**src/common/sb_params.svh**
```systemverilog
// switchboard egress parameters
// widths of the packet fields, egress queue depth and the seed
// of the random ready policy
`ifndef SB_PARAMS_SVH
`define SB_PARAMS_SVH

// payload carried by one packet, one full word
`define SB_DATA_W 256

// destination field, carried along but not decoded by the port
`define SB_DEST_W 32

// number of packets the egress queue can hold
`define SB_QUEUE_DEPTH 4

// start value of the random-mode LFSR, must not be zero
// or the register would lock up
`define SB_LFSR_SEED 16'hace1

`endif
```
**src/common/sb_pkg.sv**
```systemverilog
// switchboard shared types
// packet layout as it travels from producer through the egress
// queue, and the ready policy selector of the egress port
package sb_pkg;

    `include "sb_params.svh"

    // one switchboard packet as a single packed word
    // data sits in the upper bits, last is bit 0
    typedef struct packed {
        // payload bits
        logic [`SB_DATA_W-1:0] data;
        // destination id, not interpreted by this port
        logic [`SB_DEST_W-1:0] dest;
        // marks the final packet of a message
        logic                  last;
    } sb_packet_t;

    // ready policy of the egress port
    // the encoding matches the numeric modes used by the switchboard
    // software side, so 0, 1 and 2 keep their meaning
    typedef enum logic [1:0] {
        // ready is raised only after valid has been seen
        wait_valid   = 2'd0,
        // ready is held high whenever nothing is stuck
        always_ready = 2'd1,
        // ready follows a pseudo random bit stream
        random_ready = 2'd2
    } sb_ready_mode_e;

endpackage

```
**src/rtl/sb_tx_top.sv**
```systemverilog
// switchboard egress top level
// the egress port feeding its bounded queue, producer on one side,
// pop-strobe consumer on the other
`timescale 1ns/1ps

module sb_tx_top (
    input  logic                   clk,
    input  logic                   rst_n,
    input  sb_pkg::sb_ready_mode_e ready_mode,
    input  sb_pkg::sb_packet_t     in_pkt,
    input  logic                   in_valid,
    output logic                   in_ready,
    output sb_pkg::sb_packet_t     out_pkt,
    output logic                   out_valid,
    input  logic                   pop
);

    // push request and its packet from the port
    logic               push;
    sb_pkg::sb_packet_t push_pkt;
    // back-pressure from the queue, seen by the port in the same cycle
    logic               full;

    sb_tx_port i_port (
        .clk        (clk),
        .rst_n      (rst_n),
        .ready_mode (ready_mode),
        .in_pkt     (in_pkt),
        .in_valid   (in_valid),
        .in_ready   (in_ready),
        .push       (push),
        .push_pkt   (push_pkt),
        .full       (full)
    );

    sb_queue i_queue (
        .clk       (clk),
        .rst_n     (rst_n),
        .push      (push),
        .push_pkt  (push_pkt),
        .full      (full),
        .out_pkt   (out_pkt),
        .out_valid (out_valid),
        .pop       (pop)
    );

endmodule

```
**src/rtl/sb_queue.sv**
```systemverilog
// switchboard egress queue
// bounded circular buffer of packets, a push is refused when full,
// the head packet is shown with a not-empty level and drained by pop
`timescale 1ns/1ps

`include "sb_params.svh"

module sb_queue (
    input  logic               clk,
    input  logic               rst_n,
    input  logic               push,
    input  sb_pkg::sb_packet_t push_pkt,
    output logic               full,
    output sb_pkg::sb_packet_t out_pkt,
    output logic               out_valid,
    input  logic               pop
);

    localparam int DEPTH = `SB_QUEUE_DEPTH;
    localparam int PTR_W = (DEPTH > 1) ? $clog2(DEPTH) : 1;
    localparam int CNT_W = $clog2(DEPTH + 1);

    sb_pkg::sb_packet_t mem [DEPTH];

    logic [PTR_W-1:0] wr_ptr;
    logic [PTR_W-1:0] rd_ptr;
    logic [CNT_W-1:0] count;

    logic do_push;
    logic do_pop;

    // full and empty come straight from the registered count,
    // so a pop in the same cycle does not free a slot for a push yet
    assign full      = (count == CNT_W'(DEPTH));
    assign out_valid = (count != '0);
    assign out_pkt   = mem[rd_ptr];

    assign do_push = push && !full;
    // a pop against an empty queue is dropped here
    assign do_pop  = pop && out_valid;

    // pointers wrap explicitly so any depth works, not only powers of two
    always_ff @(posedge clk or negedge rst_n) begin
        if (!rst_n) begin
            wr_ptr <= '0;
            rd_ptr <= '0;
        end else begin
            if (do_push) begin
                wr_ptr <= (wr_ptr == PTR_W'(DEPTH - 1)) ? '0 : wr_ptr + 1'b1;
            end
            if (do_pop) begin
                rd_ptr <= (rd_ptr == PTR_W'(DEPTH - 1)) ? '0 : rd_ptr + 1'b1;
            end
        end
    end

    always_ff @(posedge clk or negedge rst_n) begin
        if (!rst_n) begin
            count <= '0;
        end else begin
            unique case ({do_push, do_pop})
                2'b10:   count <= count + 1'b1;
                2'b01:   count <= count - 1'b1;
                // push and pop together leave the fill unchanged
                default: count <= count;
            endcase
        end
    end

    // storage only, the count decides which entries are valid
    always_ff @(posedge clk) begin
        if (do_push) begin
            mem[wr_ptr] <= push_pkt;
        end
    end

    a_count_bound : assert property (
        @(posedge clk) disable iff (!rst_n)
        count <= CNT_W'(DEPTH)
    ) else $error("queue count above depth");

    // the consumer is expected to look at out_valid before popping
    a_no_pop_empty : assert property (
        @(posedge clk) disable iff (!rst_n)
        pop |-> out_valid
    ) else $error("pop while queue empty");

endmodule

```
**src/sb_tx/sb_tx_port.sv**
```systemverilog
// switchboard egress port
// accepts packets over valid/ready, pushes them into the egress queue
// and holds one packet for retry when the queue is full
`timescale 1ns/1ps

module sb_tx_port (
    input  logic                   clk,
    input  logic                   rst_n,
    input  sb_pkg::sb_ready_mode_e ready_mode,
    input  sb_pkg::sb_packet_t     in_pkt,
    input  logic                   in_valid,
    output logic                   in_ready,
    output logic                   push,
    output sb_pkg::sb_packet_t     push_pkt,
    input  logic                   full
);

    // a new packet is handed over in this cycle
    logic               xfer;
    // the push attempted in this cycle went into the queue
    logic               push_ok;
    // the push attempted in this cycle bounced off a full queue
    logic               push_fail;
    // a packet is waiting for room in the queue
    logic               pending;
    // copy of the packet that bounced
    sb_pkg::sb_packet_t pend_pkt;
    // answer of the ready policy for the next cycle
    logic               want_ready;

    assign xfer = in_valid && in_ready;

    // in_ready is never high while pending, so a new packet and a retry
    // cannot collide and one push port is enough
    assign push     = xfer || pending;
    assign push_pkt = xfer ? in_pkt : pend_pkt;

    // full reflects the count at the start of the cycle only
    assign push_ok   = push && !full;
    assign push_fail = push && full;

    sb_ready_gen i_ready_gen (
        .clk        (clk),
        .rst_n      (rst_n),
        .ready_mode (ready_mode),
        .valid      (in_valid),
        .sent       (push_ok),
        .want_ready (want_ready)
    );

    // pending is set by any failed push and cleared by a successful one
    // a retry that fails again just keeps it set
    always_ff @(posedge clk or negedge rst_n) begin
        if (!rst_n) begin
            pending <= 1'b0;
        end else begin
            pending <= push_fail;
        end
    end

    // only a fresh packet that fails needs to be captured
    // a failing retry already lives in pend_pkt
    always_ff @(posedge clk) begin
        if (xfer && full) begin
            pend_pkt <= in_pkt;
        end
    end

    // ready is registered and decided once per cycle
    // a bounced packet closes the port until its retry gets through
    always_ff @(posedge clk or negedge rst_n) begin
        if (!rst_n) begin
            in_ready <= 1'b0;
        end else if (push_fail) begin
            in_ready <= 1'b0;
        end else begin
            in_ready <= want_ready;
        end
    end

    // with a packet held there is no room for another one
    a_no_ready_while_pending : assert property (
        @(posedge clk) disable iff (!rst_n)
        pending |-> !in_ready
    ) else $error("in_ready high while a packet is pending");

    // a packet that keeps bouncing must be offered unchanged each retry
    a_retry_stable : assert property (
        @(posedge clk) disable iff (!rst_n)
        (pending && $past(pending)) |-> $stable(push_pkt)
    ) else $error("pending packet changed between retries");

    // a held packet is retried in every cycle until it lands
    // and the retry carries the held copy and never a fresh packet
    a_retry_every_cycle : assert property (
        @(posedge clk) disable iff (!rst_n)
        pending |-> (push && push_pkt == pend_pkt)
    ) else $error("pending packet not retried");

    // a failed push leaves the port holding that very packet
    a_fail_captures : assert property (
        @(posedge clk) disable iff (!rst_n)
        push_fail |=> (pending && push_pkt == $past(push_pkt))
    ) else $error("failed push not held for retry");

endmodule

```
**src/sb_tx/sb_ready_gen.sv**
```systemverilog
// egress ready policy
// picks the next ready value for the egress port from the selected
// mode, with a free-running 16-bit LFSR as the random source
`timescale 1ns/1ps

`include "sb_params.svh"

module sb_ready_gen (
    input  logic                   clk,
    input  logic                   rst_n,
    input  sb_pkg::sb_ready_mode_e ready_mode,
    input  logic                   valid,
    input  logic                   sent,
    output logic                   want_ready
);

    logic [15:0] lfsr;
    logic        lfsr_fb;

    // taps 16, 14, 13 and 11 give a maximal-length sequence
    // so the stream only repeats after 65535 cycles
    assign lfsr_fb = lfsr[15] ^ lfsr[13] ^ lfsr[12] ^ lfsr[10];

    // the register shifts every cycle whatever the mode is,
    // so switching into random mode does not restart the sequence
    always_ff @(posedge clk or negedge rst_n) begin
        if (!rst_n) begin
            lfsr <= `SB_LFSR_SEED;
        end else begin
            lfsr <= {lfsr[14:0], lfsr_fb};
        end
    end

    // the port only consults this when the last decision did not fail,
    // a failed push overrides whatever is chosen here
    always_comb begin
        unique case (ready_mode)
            // after a send wait for the next valid before opening again
            sb_pkg::wait_valid:   want_ready = valid && !sent;
            sb_pkg::always_ready: want_ready = 1'b1;
            sb_pkg::random_ready: want_ready = lfsr[0];
            // unused encoding keeps the port closed
            default:              want_ready = 1'b0;
        endcase
    end

endmodule

```
**config.mk**
```make
export PLATFORM = sky130hd
export DESIGN_NAME = sb_tx_top
export DESIGN_NICKNAME = d
export VERILOG_FILES = /design/src/common/sb_pkg.sv /design/src/rtl/sb_tx_top.sv /design/src/rtl/sb_queue.sv /design/src/sb_tx/sb_tx_port.sv /design/src/sb_tx/sb_ready_gen.sv
export VERILOG_INCLUDE_DIRS = /design/src /design/src/common
export SDC_FILE = /design/constraint.sdc
export NUM_CORES = 1
export LEC_CHECK = 0
export CORE_ASPECT_RATIO = 1.75
export CORE_MARGIN = 5
export CORE_UTILIZATION = 63
export CTS_BUF_LIST = sky130_fd_sc_hd__clkbuf_16
export DETAILED_ROUTE_END_ITERATION = 10
export DONT_BUFFER_PORTS = 1
export PLACE_DENSITY_LB_ADDON = 0.15
export SYNTH_ARGS = -nofsm -noshare
export SYNTH_HDL_FRONTEND = slang
export SYNTH_HIERARCHICAL = 1
export SYNTH_SLANG_ARGS = --single-unit
```
**constraint.sdc**
```tcl
create_clock -name clk -period 10.5 [get_ports clk]
set_clock_uncertainty 0.15 [all_clocks]
set_input_delay 1.575 -clock clk [delete_from_list [all_inputs] [get_ports clk]]
set_output_delay 1.575 -clock clk [all_outputs]
set_load 0.03 [all_outputs]
```
==> key figures <==
Setup path
  – CP endpoint kind: output port
  – Arr. time, crit path: 3.75 ns
  – R2R Setup Slk: 6.63 ns
  – Setup crit end: out_pkt[137]
  – Reg-to-Reg End: i_queue/mem[2][187]$_DFFE_PP_
  – Startpoint type of the worst setup path: flip-flop
  – FF-to-FF path depth: 4
  – Critical path type: reg2out
  – Critical R2R Launch: i_port/in_ready$_DFF_PN0_
  – Crit-path max FO: 69
  – Worst Setup SP: i_queue/rd_ptr[1]$_DFFE_PN0P_
  – Crit path required time: 8.78 ns

CTS
  – Clk slew on worst S/H paths: 0.06 ns
  – Num Clock Sinks: 1470
  – CTS tree: yes
  – Hold_buf cts: 0
  – Inserted Clock Buffers: 121
  – Post-CTS Setup Bufs: 0
  – Worst-Skew Late Latency: 0.71 ns
  – CTS Buffer Depth: 3
  – Root Driver: clkbuf_16
  – Post-cts repair resize count: 0
  – H-tree depth: 3

Floorplan
  – Starting Density: 63.6%
  – Die area: 95200 um2
  – Die span in x: 235 um
  – Die height: 404 um
  – Core footprint: 88100 um2
  – Io pins: 586
  – Site Rows: 144

Route
  – Via count: 22600
  – Number of routed nets with antenna violations: 0
  – Initial drt markers: 1852
  – DRC Markers: 0
  – Drt total wl: 114000 um
  – 1st-pass router iterations: 7
  – Routed vias/inst: 6.42
  – DR WL/cell: 32.2 um

Logic synthesis
  – Yosys cell types: 31
  – Area share of the largest cell type after synthesis: 77.5%
  – Post-synth EDFFs: 1445
  – Top cells by area, synth: edfxtp_1, mux4_2, mux2_4
  – Mapped Cells: 2193
  – Dominant cell type by area after synthesis: edfxtp_1
  – Syn Area/Cell: 25.5 um2
  – Mapped Nets: 2495
  – Yosys warnings: 6
  – Yosys reg bits: 1470
  – Most numerous cell in the Yosys netlist: edfxtp_1
  – Post-synthesis async set-or-reset flop share: 1.70%
  – Commonest cells in the netlist: edfxtp_1, mux4_2, mux2_4, mux2_2, buf_12
  – Synth Flop Type: edfxtp_1
  – Syn Std Cell Area: 56000 um2
  – Seq/Total Area, Yosys: 78.6%

Pwr
  – Pwr Density: 269 nW/um2
  – VDD IR max: 0.336 mV
  – Leak: 19.3 nW

Finish
  – Post-route cell area: 60500 um2
  – Fill count: 5209
  – Layout cells sized above 1: 33.8%
  – Fin nets: 2544
  – Layout Cells excl Fill: 3527
  – Area Growth Syn to Fin: 8.06%

Placement
  – PortBufs: 0
  – Detailed placement HPWL: 68100 um
  – Placed cells: 3287
  – Placed inst area: 56700 um2
  – Routability Congestion: 0.849

Min path
  – Hold Path Stages: 0
  – Min-delay worst type: reg2reg

Global routing
  – Largest net degree at the start of global routing: 168
  – First-pass GRT wire length: 167000 um
  – All-Layer GR Usage: 23.7%
  – Initial antenna violation count: 7
  – Vias in the first global route: 24000
  – GR Overflow Total: 0

STA
  – Setup Viol. Count Final: 0
  – Slew HR: 11.9%
  – Fmax: 182 MHz
  – Tmin final: 5.48 ns
  – Slew @ Worst Pin: 1.32 ns
  – RSZ-0062 raised after global routing: false
  – Final Max Slew Viols: 0
  – Setup TNS: 0 ns
  – Final worst path period share: 52.2%
  – Final Hold Viols: 0

Run status
  – Status: finished, final reports clean

Flow run
  – Max Cap Violations: 0
-- metrics by stage --
step           utilization (%)  power [W]  setup WS, ns  hold WS [ns]
2_1_floorplan                -     0.0115          1.46         0.181
3_3_place_gp              64.3     0.0121          5.64         0.190
6_report                  68.7     0.0163          5.02         0.198
5_1_grt                   68.7     0.0169          4.77         0.206
4_1_cts                   68.7     0.0165          4.84         0.205
3_5_place_dp              64.3     0.0121          5.64         0.186
-- per-layer routing --
metal  up-vias  GRT usage (%)  share of wire [%]
met1     12200           29.9                 36
met4         4           8.12                3.4
li1       9367              -                  -
met2       934           37.1                 49
met5         -              0              0.024
met3       161           10.9                 12
-- state kept, by name, indices dropped and copies added, names as in the netlist --
| signal | cells |
|---|---|
| i_port/i_ready_gen/lfsr | 16 |
| i_port/in_ready | 1 |
| i_port/pend_pkt | 289 |
| i_port/pending | 1 |
| i_queue/count | 3 |
| i_queue/mem | 1156 |
| i_queue/rd_ptr | 2 |
| i_queue/wr_ptr | 2 |
-- critical path, cell delays in order (launching register included) --
cell and delay [ns]:
dfrtp_4 0.68, buf_4 0.80, buf_4 0.92, mux4_2 0.57
-- cell usage in the layout, fill, tap and decap left out, types with 14 or more instances in the layout --
cell type,instances
mux2_4,202
clkbuf_16,122
inv_1,37
buf_4,15
mux4_2,289
dfrtp_1,15
clkinv_2,22
clkinv_1,28
edfxtp_1,1445
diode_2,14
mux2_2,91
-- logic make-up after synthesis --
logic type      synth area share, %
compound gates               0.0491
simple gates                  0.210
mux                            18.9
flops                          78.6
buf+inv                        2.03
fa+ha+maj                     0.170
xor+xnor                     0.0938
-- cell type report --
cell class              instances  area, um2  area share, %
flip-flops and latches       1470      44000           72.7
multi-input cells             618      10900           18.0
clock buffers                 122       3050           5.04
well taps                    1168       1460           2.41
clock inverters               104        769           1.27
repair buffers                 23        273          0.451
diodes                         14       35.0         0.0579
inverters                       8       30.0         0.0496
-- worst min-delay path by stage --
stage	end	from	slack (ns)
floorplan	i_port/i_ready_gen/lfsr[2]$_DFF_PN0_	i_port/i_ready_gen/lfsr[1]$_DFF_PN0_	0.18
global placement	i_port/i_ready_gen/lfsr[9]$_DFF_PN0_	i_port/i_ready_gen/lfsr[8]$_DFF_PN0_	0.19
detailed placement	i_port/i_ready_gen/lfsr[3]$_DFF_PN0_	i_port/i_ready_gen/lfsr[2]$_DFF_PN0_	0.19
CTS	i_port/i_ready_gen/lfsr[3]$_DFF_PN0_	i_port/i_ready_gen/lfsr[2]$_DFF_PN0_	0.20
global route	i_port/i_ready_gen/lfsr[3]$_DFF_PN0_	i_port/i_ready_gen/lfsr[2]$_DFF_PN0_	0.21
finish	i_port/i_ready_gen/lfsr[3]$_DFF_PN0_	i_port/i_ready_gen/lfsr[2]$_DFF_PN0_	0.20
-- where the power goes --
group | internal [W] | switching (W) | leakage, nW
Sequential | 0.00722 | 0.000216 | 13.4
Clock | 0.00235 | 0.00198 | 1.98
Combinational | 0.00138 | 0.00312 | 3.97
Power figures use the tool's default switching activity.
